$ cat config.mk
export PLATFORM = sky130hd
export DESIGN_NAME = ppu_bg_top
export DESIGN_NICKNAME = d
export VERILOG_FILES = /design/src/hw/ppu_pkg.sv /design/src/hw/ppu_ifs.sv /design/src/hw/vram_mirroring.sv /design/src/hw/ppu_timing.sv /design/src/hw/scroll_regs.sv /design/src/hw/bg_pixel.sv /design/src/hw/ppu_bg_top.sv
export SDC_FILE = /design/constraint.sdc
export NUM_CORES = 1
export LEC_CHECK = 0
export BUFFER_PORTS_ARGS = -buffer_cell sky130_fd_sc_hd__buf_2
export CAP_MARGIN = 5
export CORE_MARGIN = 4
export CORE_UTILIZATION = 45
export DETAILED_ROUTE_END_ITERATION = 10
export HOLD_SLACK_MARGIN = 0.15
export MAX_ROUTING_LAYER = met4
export PLACE_DENSITY = 0.78
export SYNTH_ARGS = -nofsm -noshare
export SYNTH_HDL_FRONTEND = slang
export SYNTH_SLANG_ARGS = --single-unit
$ cat constraint.sdc
create_clock -name clk -period 5.2 [get_ports clk]
set_input_delay 1.04 -clock clk [delete_from_list [all_inputs] [get_ports clk]]
set_output_delay 1.04 -clock clk [all_outputs]
set_load 0.005 [all_outputs]
$ cat src/hw/ppu_pkg.sv
`default_nettype none

package ppu_pkg;

    // vertical phase of the current row
    typedef enum logic [1:0] {
        VIS_SL    = 2'd0,
        POST_SL   = 2'd1,
        VBLANK_SL = 2'd2,
        PRE_SL    = 2'd3
    } vs_state_t;

    // horizontal phase of the current column
    typedef enum logic [1:0] {
        SL_PRE_CYC  = 2'd0,
        SL_SPR_CYC  = 2'd1,
        SL_IDLE_CYC = 2'd2
    } hs_state_t;

    typedef enum logic {
        HORZ_MIR = 1'b0,
        VERT_MIR = 1'b1
    } mirror_t;

    // background pattern table select
    typedef enum logic {
        LEFT_TBL  = 1'b0,
        RIGHT_TBL = 1'b1
    } pattern_tbl_t;

    // frame geometry
    localparam int SL_COLS = 341;
    localparam int SL_ROWS = 262;

    // column events
    localparam logic [8:0] LAST_COL     = 9'd340;
    localparam logic [8:0] SCROLL_V_COL = 9'd256;
    localparam logic [8:0] COPY_H_COL   = 9'd257;
    localparam logic [8:0] COPY_V_FIRST = 9'd280;
    localparam logic [8:0] COPY_V_LAST  = 9'd304;

    // nametable and attribute table bases
    localparam logic [15:0] NT_BASE = 16'h2000;
    localparam logic [15:0] AT_BASE = 16'h23C0;

endpackage

`default_nettype wire

$ cat src/hw/ppu_ifs.sv
`default_nettype none

// row and column position with decoded phases
interface scan_if;
    import ppu_pkg::*;

    logic [8:0] sl_row;
    logic [8:0] sl_col;
    vs_state_t  vs_state;
    hs_state_t  hs_state;

    modport src (output sl_row, sl_col, vs_state, hs_state);
    modport snk (input sl_row, sl_col, vs_state, hs_state);
endinterface

// scroll address out, update requests back in
interface scroll_if;
    logic [15:0] vaddr;
    logic [2:0]  fine_x;
    logic        h_scroll;
    logic        v_scroll;
    logic        h_update;
    logic        v_update;

    modport regs (output vaddr, fine_x, input h_scroll, v_scroll, h_update, v_update);
    modport pix (input vaddr, fine_x, output h_scroll, v_scroll, h_update, v_update);
endinterface

`default_nettype wire

$ cat src/hw/vram_mirroring.sv
`default_nettype none

module vram_mirroring (
    input  logic [15:0]       addr,
    input  ppu_pkg::mirror_t  mirroring,
    output logic [10:0]       vram_addr
);
    import ppu_pkg::*;

    logic page;

    // horizontal mirroring pairs tables 0/1 and 2/3
    always_comb begin
        if (mirroring == HORZ_MIR)
            page = addr[11];
        else
            page = addr[10];
    end

    assign vram_addr = {page, addr[9:0]};

endmodule

`default_nettype wire

$ cat src/hw/ppu_timing.sv
`default_nettype none

module ppu_timing (
    input logic clk,
    input logic rst_n,
    input logic clk_en,
    scan_if.src scan
);
    import ppu_pkg::*;

    logic [8:0] col;
    logic [8:0] row;

    always_ff @(posedge clk or negedge rst_n) begin
        if (!rst_n) begin
            col <= '0;
            row <= '0;
        end else if (clk_en) begin
            if (col == LAST_COL) begin
                col <= '0;
                // end of frame
                if (row == 9'(SL_ROWS - 1))
                    row <= '0;
                else
                    row <= row + 9'd1;
            end else begin
                col <= col + 9'd1;
            end
        end
    end

    // vertical phase from the row range
    always_comb begin
        if (row < 9'd240)
            scan.vs_state = VIS_SL;
        else if (row == 9'd240)
            scan.vs_state = POST_SL;
        else if (row < 9'(SL_ROWS - 1))
            scan.vs_state = VBLANK_SL;
        else
            scan.vs_state = PRE_SL;
    end

    // horizontal phase, prefetch window at 320..335
    always_comb begin
        if (col < SCROLL_V_COL)
            scan.hs_state = SL_PRE_CYC;
        else if (col < 9'd320)
            scan.hs_state = SL_SPR_CYC;
        else if (col < 9'd336)
            scan.hs_state = SL_PRE_CYC;
        else
            scan.hs_state = SL_IDLE_CYC;
    end

    assign scan.sl_row = row;
    assign scan.sl_col = col;

    a_col_range: assert property (@(posedge clk) disable iff (!rst_n) col < 9'(SL_COLS));

endmodule

`default_nettype wire

$ cat src/hw/scroll_regs.sv
`default_nettype none

module scroll_regs (
    input logic        clk,
    input logic        rst_n,
    input logic        clk_en,
    input logic        scroll_wr,
    input logic [14:0] scroll_t,
    input logic [2:0]  fine_x_in,
    scroll_if.regs     scr
);
    // vaddr holds fine y in 14:12, nametable in 11:10, coarse y in 9:5 and coarse x in 4:0
    logic [14:0] v;
    logic [14:0] t;
    logic [2:0]  fx;
    logic [14:0] v_next;

    function automatic logic [14:0] inc_coarse_x(input logic [14:0] a);
        logic [14:0] r;
        r = a;
        if (a[4:0] == 5'd31) begin
            r[4:0] = 5'd0;
            r[10]  = ~a[10];
        end else begin
            r[4:0] = a[4:0] + 5'd1;
        end
        return r;
    endfunction

    function automatic logic [14:0] inc_fine_y(input logic [14:0] a);
        logic [14:0] r;
        r = a;
        if (a[14:12] != 3'd7) begin
            r[14:12] = a[14:12] + 3'd1;
        end else begin
            r[14:12] = 3'd0;
            // overflow carries into coarse y up to tile row 29
            if (a[9:5] == 5'd29) begin
                r[9:5] = 5'd0;
                r[11]  = ~a[11];
            end else begin
                r[9:5] = a[9:5] + 5'd1;
            end
        end
        return r;
    endfunction

    always_comb begin
        v_next = v;
        if (scr.h_scroll)
            v_next = inc_coarse_x(v_next);
        if (scr.v_scroll)
            v_next = inc_fine_y(v_next);
        // a scroll write in the same cycle holds off the copies
        if (scr.h_update && !scroll_wr) begin
            v_next[10]  = t[10];
            v_next[4:0] = t[4:0];
        end
        if (scr.v_update && !scroll_wr) begin
            v_next[14:11] = t[14:11];
            v_next[9:5]   = t[9:5];
        end
    end

    always_ff @(posedge clk or negedge rst_n) begin
        if (!rst_n) begin
            v  <= '0;
            t  <= '0;
            fx <= '0;
        end else if (clk_en) begin
            v <= v_next;
            if (scroll_wr) begin
                t  <= scroll_t;
                fx <= fine_x_in;
            end
        end
    end

    assign scr.vaddr  = {1'b0, v};
    assign scr.fine_x = fx;

    a_copy_excl: assert property (@(posedge clk) disable iff (!rst_n)
        !(scr.h_update && scr.v_update));

endmodule

`default_nettype wire

$ cat src/hw/bg_pixel.sv
`default_nettype none

module bg_pixel (
    input  logic                  clk,
    input  logic                  rst_n,
    input  logic                  clk_en,
    scan_if.snk                   scan,
    scroll_if.pix                 scr,
    input  ppu_pkg::pattern_tbl_t patt_tbl,
    input  ppu_pkg::mirror_t      mirroring,
    output logic [10:0]           vram_addr1,
    input  logic [7:0]            vram_data1,
    output logic [10:0]           vram_addr2,
    input  logic [7:0]            vram_data2,
    output logic [12:0]           chr_rom_addr1,
    input  logic [7:0]            chr_rom_data1,
    output logic [12:0]           chr_rom_addr2,
    input  logic [7:0]            chr_rom_data2,
    output logic [3:0]            bg_color_idx
);
    import ppu_pkg::*;

    logic [2:0]  tile_pixel;
    logic [2:0]  net_fx;
    logic [15:0] nt_addr;
    logic [15:0] at_addr;
    logic [1:0]  pal_idx;
    logic [12:0] pattbl_off;
    logic [2:0]  bit_idx;
    logic [1:0]  color_idx;
    logic [3:0]  raw_idx;

    // pixel position within the current tile, restarts each row
    always_ff @(posedge clk or negedge rst_n) begin
        if (!rst_n)
            tile_pixel <= '0;
        else if (clk_en) begin
            if (scan.sl_col == LAST_COL)
                tile_pixel <= '0;
            else
                tile_pixel <= tile_pixel + 3'd1;
        end
    end

    assign net_fx = scr.fine_x + tile_pixel;

    // scroll requests
    assign scr.h_scroll = (net_fx == 3'd7) && (scan.vs_state == VIS_SL)
                          && (scan.hs_state == SL_PRE_CYC);
    assign scr.v_scroll = (scan.sl_col == SCROLL_V_COL) && (scan.vs_state == VIS_SL);
    // pre-render row also restores horizontal bits before row 0
    assign scr.h_update = (scan.sl_col == COPY_H_COL)
                          && (scan.vs_state == VIS_SL || scan.vs_state == PRE_SL);
    assign scr.v_update = (scan.sl_col >= COPY_V_FIRST) && (scan.sl_col <= COPY_V_LAST)
                          && (scan.vs_state == PRE_SL);

    // nametable byte holds the tile index
    assign nt_addr = NT_BASE | {4'b0, scr.vaddr[11:0]};
    vram_mirroring u_nt_mir (
        .addr      (nt_addr),
        .mirroring (mirroring),
        .vram_addr (vram_addr1)
    );

    // one attribute byte covers a 4x4 tile block
    assign at_addr = AT_BASE | {4'b0, scr.vaddr[11:10], 4'b0, scr.vaddr[9:7], scr.vaddr[4:2]};
    vram_mirroring u_at_mir (
        .addr      (at_addr),
        .mirroring (mirroring),
        .vram_addr (vram_addr2)
    );

    // quadrant from coarse y bit 1 and coarse x bit 1
    always_comb begin
        case ({scr.vaddr[6], scr.vaddr[1]})
            2'b00:   pal_idx = vram_data2[1:0];
            2'b01:   pal_idx = vram_data2[3:2];
            2'b10:   pal_idx = vram_data2[5:4];
            default: pal_idx = vram_data2[7:6];
        endcase
    end

    assign pattbl_off = (patt_tbl == RIGHT_TBL) ? 13'h1000 : 13'h0000;

    // plane 0 at +0, plane 1 at +8, row selected by fine y
    assign chr_rom_addr1 = pattbl_off | {1'b0, vram_data1, 1'b0, scr.vaddr[14:12]};
    assign chr_rom_addr2 = chr_rom_addr1 | 13'd8;

    // msb of each plane is the leftmost pixel
    assign bit_idx   = 3'd7 - net_fx;
    assign color_idx = {chr_rom_data2[bit_idx], chr_rom_data1[bit_idx]};
    assign raw_idx   = {pal_idx, color_idx};

    // colour 0 of every palette is the shared backdrop
    always_comb begin
        if (raw_idx == 4'h4 || raw_idx == 4'h8 || raw_idx == 4'hC)
            bg_color_idx = 4'h0;
        else
            bg_color_idx = raw_idx;
    end

endmodule

`default_nettype wire

$ cat src/hw/ppu_bg_top.sv
`default_nettype none

module ppu_bg_top (
    input  logic                  clk,
    input  logic                  rst_n,
    input  logic                  clk_en,
    input  logic                  scroll_wr,
    input  logic [14:0]           scroll_t,
    input  logic [2:0]            fine_x_in,
    input  ppu_pkg::mirror_t      mirroring,
    input  ppu_pkg::pattern_tbl_t patt_tbl,
    output logic [10:0]           vram_addr1,
    output logic [10:0]           vram_addr2,
    input  logic [7:0]            vram_data1,
    input  logic [7:0]            vram_data2,
    output logic [12:0]           chr_rom_addr1,
    output logic [12:0]           chr_rom_addr2,
    input  logic [7:0]            chr_rom_data1,
    input  logic [7:0]            chr_rom_data2,
    output logic [3:0]            bg_color_idx,
    output logic [8:0]            sl_row,
    output logic [8:0]            sl_col
);

    scan_if   scan ();
    scroll_if scr ();

    ppu_timing u_timing (
        .clk    (clk),
        .rst_n  (rst_n),
        .clk_en (clk_en),
        .scan   (scan)
    );

    scroll_regs u_scroll (
        .clk       (clk),
        .rst_n     (rst_n),
        .clk_en    (clk_en),
        .scroll_wr (scroll_wr),
        .scroll_t  (scroll_t),
        .fine_x_in (fine_x_in),
        .scr       (scr)
    );

    bg_pixel u_pixel (
        .clk           (clk),
        .rst_n         (rst_n),
        .clk_en        (clk_en),
        .scan          (scan),
        .scr           (scr),
        .patt_tbl      (patt_tbl),
        .mirroring     (mirroring),
        .vram_addr1    (vram_addr1),
        .vram_data1    (vram_data1),
        .vram_addr2    (vram_addr2),
        .vram_data2    (vram_data2),
        .chr_rom_addr1 (chr_rom_addr1),
        .chr_rom_data1 (chr_rom_data1),
        .chr_rom_addr2 (chr_rom_addr2),
        .chr_rom_data2 (chr_rom_data2),
        .bg_color_idx  (bg_color_idx)
    );

    // scan position for the outside world
    assign sl_row = scan.sl_row;
    assign sl_col = scan.sl_col;

endmodule

`default_nettype wire

==> results list, run 1 <==
- Summed over all layers, the global routing overflow is 0.
- The synthesized netlist devotes 14.87% of its cell area to simple gates.
- Width of the die: 96.31 um
* Ranking of synthesized cells by area: sky130_fd_sc_hd__dfrtp_1, sky130_fd_sc_hd__buf_4, sky130_fd_sc_hd__mux2_2, sky130_fd_sc_hd__ha_1, sky130_fd_sc_hd__mux4_2
* Top post-synthesis cells by count: sky130_fd_sc_hd__dfrtp_1, sky130_fd_sc_hd__buf_4, sky130_fd_sc_hd__nor2_1
* CTS root buf: sky130_fd_sc_hd__clkbuf_8
- Total of endpoints with negative setup slack in the final report: 0
* Overall Global Routing Usage: 17.65%
* Worst supply voltage drop on vdd: 0.0001734 V
- CTS max path bufs: 2
- Share of layout cells above drive strength 1: 34.92%
* Maximum number of pins on one net before global-route repair: 55
- Once the clock tree was built, the resizer swapped 0 gates to a different size.
- The min-delay analysis places its worst path in the category flip-flop to flip-flop.
- After synthesis, the largest area contributor takes up 38.50% of total cell area.
* Boundary Pins: 126
- Die footprint: 9276 sq um
- In this run the worst path has a maximum fanout of 6.
* Number of port buffers: 92
* Cell area power density: 367.2 nW/um^2
- Pre-Repair DR Iteration Count: 4
- Initial core utilization: 47.37%
- Summing the areas of all xor and xnor instances in the mapped netlist gives 3.458% of the synthesized area.
* HPWL Detailed: 6041 um
- Yosys mapped a number of flops with a built-in enable equal to 0.
- The critical path is of the flip-flop to primary output type.
- sky130_fd_sc_hd__dfrtp_1 is the most common cell in the netlist.
- The biggest area contributor in the post-synthesis netlist is sky130_fd_sc_hd__dfrtp_1.
- Post-cts hold buffer count: 0
- STA puts the critical path data required time at 4160 ps.
- Synth warnings: 0
- At the end of routability-driven placement, the weighted congestion stood at 0.8705.
- Crit path time final: 3569 ps
- The later pin in the worst-skew pair is clocked with a latency of 310 ps.
* Antenna violations before repair: 0
* Area overhead of the layout relative to synthesis: 9.982%
* Starting DRT DRC Count: 134
- Total count of hold-check failures in the final report: 0
- Data arrival at the endpoint of the critical path: 2530 ps
* Combinational family with the most area after synthesis: simple AND/OR/NAND/NOR gates
- In the synthesized netlist the dominant register cell turns out to be sky130_fd_sc_hd__dfrtp_1.
- Post-CTS setup buffer count: 0
* Transition at the pin with the smallest max-transition slack: 853.1 ps
* CTS Buf Count: 5
- In this run the cell area of the synthesized design comes to 3510 sq um.
* Synth unique cells: 58
- After detailed routing, the number of vias per cell comes to 5.435.
* Final cell count without fillers: 497
* Synthesized instance count: 348
- DRC: 0
- H-Tree Level Count: 2
- STA classifies the critical path endpoint as a primary output.
- The worst setup path is launched from a flip-flop.
- Count of vias placed by the detailed router: 2701
- Summed over all layers, the routed wires come to 7915 um.
- Synth Area in Adders: 6.275%
- For this run, the register share of the synthesized area comes to 38.50%.
- Compound-Gate Fraction of Synth Area: 11.84%
- A synthesized cell averages 10.09 sq um.
* Wire length of the first global-routing pass: 12510 um
* Setup clock skew after layout: 14.58 ps
* Worst hold slack: 511.7 ps
- The repair_antennas step left the layout with diodes totalling 0.
- Maximum clock rate: 0.2802 GHz
- Leakage power: 0.001844 uW
* Mux share of post-synthesis cell area: 11.44%
- Setup repair after global routing left no endpoint under its margin.
* Status: finished clean
- The floorplan step set the die height to 96.31 um.
- In this run the core area contains 31 standard-cell rows.
- Sinks on the clock net: 54
* Instance count after placement with tap cells included: 489
- After floorplanning, the core was sized to cover 7408 sq um.
- Measured against its own limit, the worst slew margin works out to 42.99%.
* Crit share post-route: 68.64%
* Number of storage elements in the synthesis netlist: 54
- Number of nets with antenna violations after routing: 0
- Adding up every negative setup slack in the final design gives 0 ps.
- TritonCTS clock tree: yes
* Clock-pin slew reported for the worst setup and hold paths after clock tree synthesis: 90 ps
* Number of nets in the final layout: 470
- The tool flagged a number of max-cap violations equal to 0.
- Async set-reset flop share out of synthesis: 100.0%
- The number of max-slew violations in the final report is 0.
- Via count of the first global-routing pass: 2673
- Routed len/inst: 15.93 um
[power breakdown]
group,switching (uW),internal (uW)
sequential,111,494
combinational,220,249
clock,139,205
[flip-flops by register name, summed over array words and instances, names as in the netlist]
| name | count |
|---|---|
| u_scroll.t | 15 |
| u_pixel.tile_pixel | 3 |
| u_scroll.scr.fine_x | 3 |
| u_timing.scan.sl_row | 9 |
| u_timing.scan.sl_col | 9 |
| u_scroll.v | 15 |
[critical path, stage by stage (launching register included)]
cell                      delay [ps]
sky130_fd_sc_hd__dfrtp_1         400
sky130_fd_sc_hd__ha_1            160
sky130_fd_sc_hd__inv_1            50
sky130_fd_sc_hd__fa_1            630
sky130_fd_sc_hd__mux4_2          360
sky130_fd_sc_hd__o31ai_1         400
sky130_fd_sc_hd__nor2b_1          90
sky130_fd_sc_hd__buf_2           140
[cells by family (layout without fill, tap and decap cells)]
kind of cell / after synthesis / count (layout)
xor+xnor: 12 / 12
flops: 54 / 54
simple gates: 98 / 98
fa+ha+maj: 17 / 17
mux: 30 / 30
other cells: 2 / 6
buf+inv: 74 / 120
compound gates: 61 / 61
[path summary, 6_finish.rpt]
| path | to | slack (ps) | cells past startpoint | from |
|---|---|---|---|---|
| max reg2reg | u_scroll.v[11] | 2190 | 11 | u_timing.scan.sl_row[3] |
| min in group asynchronous | u_timing.scan.sl_row[5] | 840 | 2 | rst_n |
| min reg2reg | u_scroll.t[10] | 510 | 1 | u_scroll.t[10] |
| max | bg_color_idx[2] | 1630 | 7 | u_pixel.tile_pixel[0] |
| max in group asynchronous | u_scroll.v[10] | 3900 | 2 | rst_n |
| min | u_scroll.t[10] | 510 | 1 | u_scroll.t[10] |
[cell type report]
cell class / count / area, sq um
inverters: 19 / 71.32
well taps: 99 / 123.9
repair buffers: 93 / 467.9
clock buffers: 6 / 82.58
multi-input cells: 224 / 1703
flip-flops and latches: 54 / 1351
fillers: 675 / 3548
clock inverters: 2 / 60.06
[layout by cell type (no fill, tap or decap), types with 6 or more instances in the layout]
| cell | count |
|---|---|
| sky130_fd_sc_hd__a21oi_1 | 8 |
| sky130_fd_sc_hd__mux4_2 | 6 |
| sky130_fd_sc_hd__o22ai_1 | 7 |
| sky130_fd_sc_hd__xnor2_1 | 6 |
| sky130_fd_sc_hd__o21ai_0 | 15 |
| sky130_fd_sc_hd__nand4_1 | 6 |
| sky130_fd_sc_hd__ha_1 | 16 |
| sky130_fd_sc_hd__clkbuf_8 | 6 |
| sky130_fd_sc_hd__nand3_1 | 13 |
| sky130_fd_sc_hd__conb_1 | 6 |
| sky130_fd_sc_hd__dfrtp_1 | 54 |
| sky130_fd_sc_hd__buf_2 | 92 |
| sky130_fd_sc_hd__inv_1 | 19 |
| sky130_fd_sc_hd__nand2_1 | 21 |
| sky130_fd_sc_hd__nor2_1 | 27 |
| sky130_fd_sc_hd__mux2_2 | 21 |
[per-stage QoR]
| stage | worst slack, ps | utilization [%] | cell area, sq um | power, uW |
|---|---|---|---|---|
| after floorplan | 2298 | - | 3525 | 956.6 |
| after global placement | 1949 | 50.18 | 3717 | 1060 |
| after detailed placement | 1946 | 50.18 | 3717 | 1083 |
| after CTS | 1613 | 52.10 | 3860 | 1428 |
| after global routing | 1442 | 52.10 | 3860 | 1511 |
| final | 1631 | 52.10 | 3860 | 1417 |
[per-layer routing]
layer,vias to the layer above,routed length [um],part of all wire [%],global-route usage [%]
met5,-,0,0,-
met4,0,97,1.2,4.790
met3,7,669,8.5,3.753
met2,92,3854,49,30.02
met1,1319,3293,42,21.26
li1,1283,-,-,-
Note: power is estimated with default switching activity, not from simulation.
==> run 2, diff against run 1 <==
Settings changed: PLACE_DENSITY 0.78 to 0.81.
Clock period 5.2 ns to 3.15 ns, I/O delays scaled along.
==> results list, run 2 (synthesis gave the netlist of run 1 again) <==
* TritonCTS clock tree: yes (unchanged)
- Share of layout cells above drive strength 1: 35.59% (was 34.92%)
* Summed area of non-filler cells in the final layout: 3826 sq um (was 3860 sq um)
- Post-CTS setup buffer count: 0 (unchanged)
- Maximum number of pins on one net before global-route repair: 32 (was 55)
- The number of DRC markers in iteration 0 came to 121 (was 134).
- CTS max path bufs: 2 (unchanged)
* Maximum Capacitance Violations: 0 (unchanged)
* Area overhead of the layout relative to synthesis: 9.020% (was 9.982%)
* Max-Slew Margin vs Limit: 42.56% (was 42.99%)
- Most frequent cells in the layout: sky130_fd_sc_hd__buf_2, sky130_fd_sc_hd__dfrtp_1, sky130_fd_sc_hd__nor2_1 (unchanged).
- Number of port buffers: 92 (unchanged)
- The post-layout utilization of the core is 51.65% (was 52.10%).
- Placed inst area: 3725 sq um (was 3717 sq um)
* Die boundary height: 96.31 um (unchanged)
* Worst supply voltage drop on vdd: 0.0002242 V (was 0.0001734 V)
* Antenna violations before repair: 0 (unchanged)
* Clock-pin slew reported for the worst setup and hold paths after clock tree synthesis: 90 ps (about the same)
* Required time at the worst-slack endpoint: 2520 ps (was 4160 ps)
- The startpoint of the most critical setup path is u_pixel.tile_pixel[0] (unchanged).
* Worst r2r src: u_timing.scan.sl_row[3] (unchanged)
* Crit share post-route: 94.46%
- Final cell count without fillers: 498 (was 497)
* Number of nets in the final layout: 471 (was 470)
- The residual antenna-violating net count after detailed routing is 0 (unchanged).
- Count of vias placed by the detailed router: 2685 (was 2701)
- Crit path time final: 2975 ps
- Class of the worst hold path: input pin to async pin (was flip-flop to flip-flop)
- The clock sink count came to 54 (unchanged).
- Final worst setup slack: 174.5 ps (was 1631 ps)
* Die footprint: 9276 sq um (unchanged)
- The number of CTS-inserted buffers is 5 (unchanged).
- Pre-Repair DR Iteration Count: 4 (unchanged)
* Final estimated routing congestion in global placement: 0.8728 (was 0.8705)
- Number of filler cells placed in the layout: 688 (was 675)
- The area of the core region was 7408 sq um (unchanged).
* Routed len/inst: 16.25 um (was 15.93 um)
- The startpoint kind of the worst setup timing path was a flip-flop (unchanged).
- The number of design rule violations left after detail routing is 0 (unchanged).
- H-Tree Level Count: 2 (unchanged)
- Width of the die: 96.31 um (unchanged)
- The top-level port count was 126 (unchanged).
- Maximum clock rate: 0.3361 GHz
- Overall Global Routing Usage: 18.41% (was 17.65%)
- N_diodes: 0 (unchanged)
- CP Max Fanout: 6 (unchanged)
- The type of destination of the critical path was a primary output (unchanged).
* HPWL Detailed: 6192 um (was 6041 um)
* Data arrival at the endpoint of the critical path: 2350 ps (was 2530 ps)
- Total length of routed wires: 8091 um (was 7915 um)
* Initial core utilization: 47.37% (unchanged)
- Cell area power density: 570.9 nW/um^2 (was 367.2 nW/um^2)
- The quantity of hold-fixing buffers added after cts came to 0 (unchanged).
- Most frequent standard cell in the layout excluding fill and tap cells: sky130_fd_sc_hd__buf_2 (unchanged)
* Category of the most critical setup path: flip-flop to primary output (unchanged)
- The final count of negative-setup-slack endpoints came to 0 (unchanged).
* Worst hold slack: 304.6 ps (was 511.7 ps)
- The placed instance count is 490 (was 489).
- The worst setup timing slack at the placement stage was 262.4 ps (was 1946 ps).
- The global route total overflow was 0 (unchanged).
- CTS root buf: sky130_fd_sc_hd__clkbuf_8 (unchanged)
* Rows: 31 (unchanged)
- The post-route clock skew is 7.910 ps (was 14.58 ps).
- Registers with the most flip-flops: u_scroll.t x15, u_scroll.v x15 (unchanged)
- The slew of the pin with the lowest slew margin came to 858.5 ps (was 853.1 ps).
* Clock latency reported for the late side of the worst-skew pair: 310 ps (about the same)
- The number of max-slew violations in the final report is 0 (unchanged).
* Status: finished clean (unchanged)
* Leakage power: 0.001827 uW (was 0.001844 uW)
- The number of hold-slack violations in the final timing report is 0 (unchanged).
- The number of global-route vias before repair was 2619 (was 2673).
- Vias per cell: 5.392 (was 5.435)
* Wire length of the first global-routing pass: 12880 um (was 12510 um)
## run 2: cell types whose count changed in the layout (fill, tap and decap cells not counted), sizes merged
| cell | delta |
|---|---|
| clkbuf | +1 |
| bufinv | -2 |
| buf | +1 |
| clkinv | +1 |
## run 2: repair_timing
item	CTS	global route
endpoints found under the hold margin	0	0
endpoints found under the setup margin	0	3
resized for setup	0	3
## run 2: per-stage QoR
| stage | total power (uW) | setup TNS [ps] |
|---|---|---|
| 3_5_place_dp | 1791 | 0 |
| 3_3_place_gp | 1747 | 0 |
| 4_1_cts | 2195 | 0 |
| 5_1_grt | 2343 | -3.502 |
| 2_1_floorplan | 1579 | 0 |
| 6_report | 2184 | 0 |
## run 2: report_power, final
| part | total, uW | internal [uW] | switching [uW] |
|---|---|---|---|
| registers | 1000 | 815 | 188 |
| clock network | 401 | 178 | 223 |
| logic | 780 | 419 | 361 |
## run 2: worst paths after layout
path / slack [ps] / to / depth (start not counted)
min: 300 / u_timing.scan.sl_row[5] / 1
max: 170 / bg_color_idx[3] / 7
max reg2reg: 190 / u_scroll.v[0] / 9
max in group asynchronous: 2040 / u_scroll.t[10] / 2
min reg2reg: 510 / u_scroll.t[5] / 1
min in group clk: 510 / u_scroll.t[5] / 1
## run 2: area by class of cell
type                       count  area [sq um]  share of cell area (%)
clock buffer                   7         86.33                   2.256
clock inverter                 1         5.005                  0.1308
inverter                      19         71.32                   1.864
sequential                    54          1351                   35.32
multi-input combinational    224          1713                   44.77
tap                           99         123.9                   3.237
timing repair buffer          94         475.5                   12.43
## run 2: critical path: stages, from the launching register on
cell	delay, ps
sky130_fd_sc_hd__dfrtp_1	400
sky130_fd_sc_hd__ha_1	160
sky130_fd_sc_hd__inv_1	50
sky130_fd_sc_hd__fa_2	610
sky130_fd_sc_hd__mux4_2	340
sky130_fd_sc_hd__o31ai_2	270
sky130_fd_sc_hd__nor2b_1	80
sky130_fd_sc_hd__buf_2	130
## run 2: layer usage
layer  up-vias  GRT usage, %  part of all wire, %
met5         -             -                    0
met4         0         5.491                  1.1
met3         9         3.597                  7.7
met2        97         30.71                   48
met1      1298         22.68                   43
li1       1281             -                    -
==> run 3, diff against run 2 <==
Settings changed: PLACE_DENSITY 0.81 to 0.78.
Clock period 3.15 ns to 3.7 ns, I/O delays scaled along.
==> results list, run 3 (synthesis gave the netlist of run 1 again) <==
- Class of the worst hold path: input pin to async pin (unchanged)
- Total area of multi-input combinational cells: 1703 sq um (was 1713 sq um)
* Sinks on the clock net: 54 (unchanged)
- The sequential cell area was 1351 sq um (unchanged).
- The share of cells above drive strength 1 was 34.67% (was 35.59%).
- Number of cells on the worst reg-to-reg path: 9 (unchanged)
- Final count of pins violating max slew: 0 (unchanged)
- Worst supply voltage drop on vdd: 0.0002028 V (was 0.0002242 V)
* Number of gates resized after CTS: 0 (unchanged)
- Total length of routed wires: 7815 um (was 8091 um)
- N_diodes: 0 (unchanged)
- Overall Global Routing Usage: 17.19% (was 18.41%)
- Most frequent cells in the layout: sky130_fd_sc_hd__buf_2, sky130_fd_sc_hd__dfrtp_1, sky130_fd_sc_hd__nor2_1 (unchanged).
- H-Tree Level Count: 2 (unchanged)
- The number of inserted filler cells in the final layout is 683 (was 688).
- Worst hold slack: 421.3 ps (was 304.6 ps)
- Area overhead of the layout relative to synthesis: 8.520% (was 9.020%)
- Transition at the pin with the smallest max-transition slack: 819.2 ps (was 858.5 ps)
- The library cell used as clock root buffer was sky130_fd_sc_hd__clkbuf_8 (unchanged).
- Placed inst area: 3717 sq um (was 3725 sq um)
* Number of nets in the final layout: 470 (was 471)
- Die footprint: 9276 sq um (unchanged)
- Post-CTS setup buffer count: 0 (unchanged)
- The vertical extent of the die came to 96.31 um (unchanged).
* Crit path time final: 3162 ps
- GRT met2 Usage: 29.38% (was 30.71%)
- Vias per cell: 5.400 (was 5.392)
* Width of the die: 96.31 um (unchanged)
* Routed len/inst: 15.72 um (was 16.25 um)
- The post-route clock skew came to 7.894 ps (was 7.910 ps).
- Clock-pin slew reported for the worst setup and hold paths after clock tree synthesis: 90 ps (about the same)
- Via count of the first global-routing pass: 2646 (was 2619)
* Leakage power: 0.001821 uW (was 0.001827 uW)
- The startpoint kind of the worst setup timing path was a flip-flop (unchanged).
* HPWL Detailed: 6153 um (was 6192 um)
- Design Power: 1836 uW (was 2184 uW)
- The top-level port count was 126 (unchanged).
- The placement row count was 31 (unchanged).
* Max-Slew Margin vs Limit: 45.18% (was 42.56%)
* Setup repair after global routing missed its margin: false
- Status: finished clean (unchanged).
- The commonest non-fill, non-tap cell in the layout is sky130_fd_sc_hd__buf_2 (unchanged).
- The global-route wire length before repair was 12090 um (was 12880 um).
* Starting DRT DRC Count: 87 (was 121)
- The type of destination of the critical path is a primary output (unchanged).
- The number of CTS-inserted buffers was 5 (unchanged).
* DRC: 0 (unchanged)
- The signal arrival time at the worst endpoint came to 2420 ps (was 2350 ps).
- The maximum fanout along the worst path was 6 (unchanged).
- Most utilized layer in the global route result: met2 (unchanged)
- Registers with the most flip-flops: u_scroll.t x15, u_scroll.v x15 (unchanged).
* Final total negative setup slack: 0 ps (unchanged)
- Total of endpoints with negative setup slack in the final report: 0 (unchanged)
- The last weighted congestion value of the routability-driven placer is 0.9100 (was 0.8728).
* Total congestion overflow: 0 (unchanged)
- The kind of critical path was flip-flop to primary output (unchanged).
- Count of vias placed by the detailed router: 2684 (was 2685)
- Maximum clock rate: 0.3163 GHz
- The CTS tree was yes (unchanged).
- Total count of hold-check failures in the final report: 0 (unchanged)
* Number of nets with antenna violations after routing: 0 (unchanged)
- Initial core utilization: 47.37% (unchanged)
- Antenna violations before repair: 0 (unchanged)
- Met3 layer usage reported by global route: 3.284% (was 3.597%)
- The number of I/O port buffers came to 92 (unchanged).
- Maximum number of pins on one net before global-route repair: 30 (was 32)
* Required time at the worst-slack endpoint: 2960 ps (was 2520 ps)
- Crit share post-route: 85.45%
- The max-cap violation count is 0 (unchanged).
* Summed area of non-filler cells in the final layout: 3809 sq um (was 3826 sq um)
- The power density over the cells is 482.0 nW/um^2 (was 570.9 nW/um^2).
* Pre-Repair DR Iteration Count: 4 (unchanged)
- The clock latency reported for the late side of the worst-skew pair is 300 ps (was 310 ps).
- The area of the core region was 7408 sq um (unchanged).
- Global Route met1 Usage: 20.48% (was 22.68%)
- CTS max path bufs: 2 (unchanged)
- Post-cts hold buffer count: 0 (unchanged)
## run 3: layout make-up
class | count | area share [%]
clock inverter | 1 | 0.1314
inverter | 19 | 1.873
clock buffer | 7 | 2.267
sequential | 54 | 35.48
multi-input combinational | 224 | 44.71
tap | 99 | 3.252
timing repair buffer | 93 | 12.29
## run 3: power by group
group          leakage, uW  internal (uW)  switching (uW)
clock network    0.0000482            151             185
registers         0.000658            694             157
logic              0.00111            350             299
## run 3: through the flow
| step | util [%] | cells | setup slack, ps |
|---|---|---|---|
| 2_1_floorplan | - | 352 | 1031 |
| 3_5_place_dp | 50.18 | 489 | 814.4 |
| 4_1_cts | 51.41 | 497 | 488.7 |
| 5_1_grt | 51.41 | 497 | 332.8 |
| 6_report | 51.41 | 497 | 538.5 |
| 3_3_place_gp | 50.18 | 489 | 881.3 |
## run 3: path summary, 6_finish.rpt
kind                                         start                      end  slack (ps)
min                                          rst_n  u_timing.scan.sl_row[6]         420
min in group clk                     u_scroll.t[3]            u_scroll.t[3]         510
min reg2reg                          u_scroll.t[3]            u_scroll.t[3]         510
max reg2reg                u_timing.scan.sl_row[3]            u_scroll.v[0]         800
max                          u_pixel.tile_pixel[0]          bg_color_idx[2]         540
max in group asynchronous                    rst_n            u_scroll.v[4]        2480
## run 3: critical path, cell delays in order (launching register included)
cell	delay, ps
sky130_fd_sc_hd__dfrtp_1	400
sky130_fd_sc_hd__ha_1	160
sky130_fd_sc_hd__inv_1	50
sky130_fd_sc_hd__fa_1	630
sky130_fd_sc_hd__mux4_2	360
sky130_fd_sc_hd__o31ai_1	310
sky130_fd_sc_hd__nor2b_1	80
sky130_fd_sc_hd__buf_2	130
## run 3: per-layer routing
layer,routed length [um],vias to the layer above,share of wire [%]
li1,-,1274,-
met1,3312,1286,42
met2,3729,113,48
met3,666,11,8.5
met4,107,0,1.4
met5,0,-,0
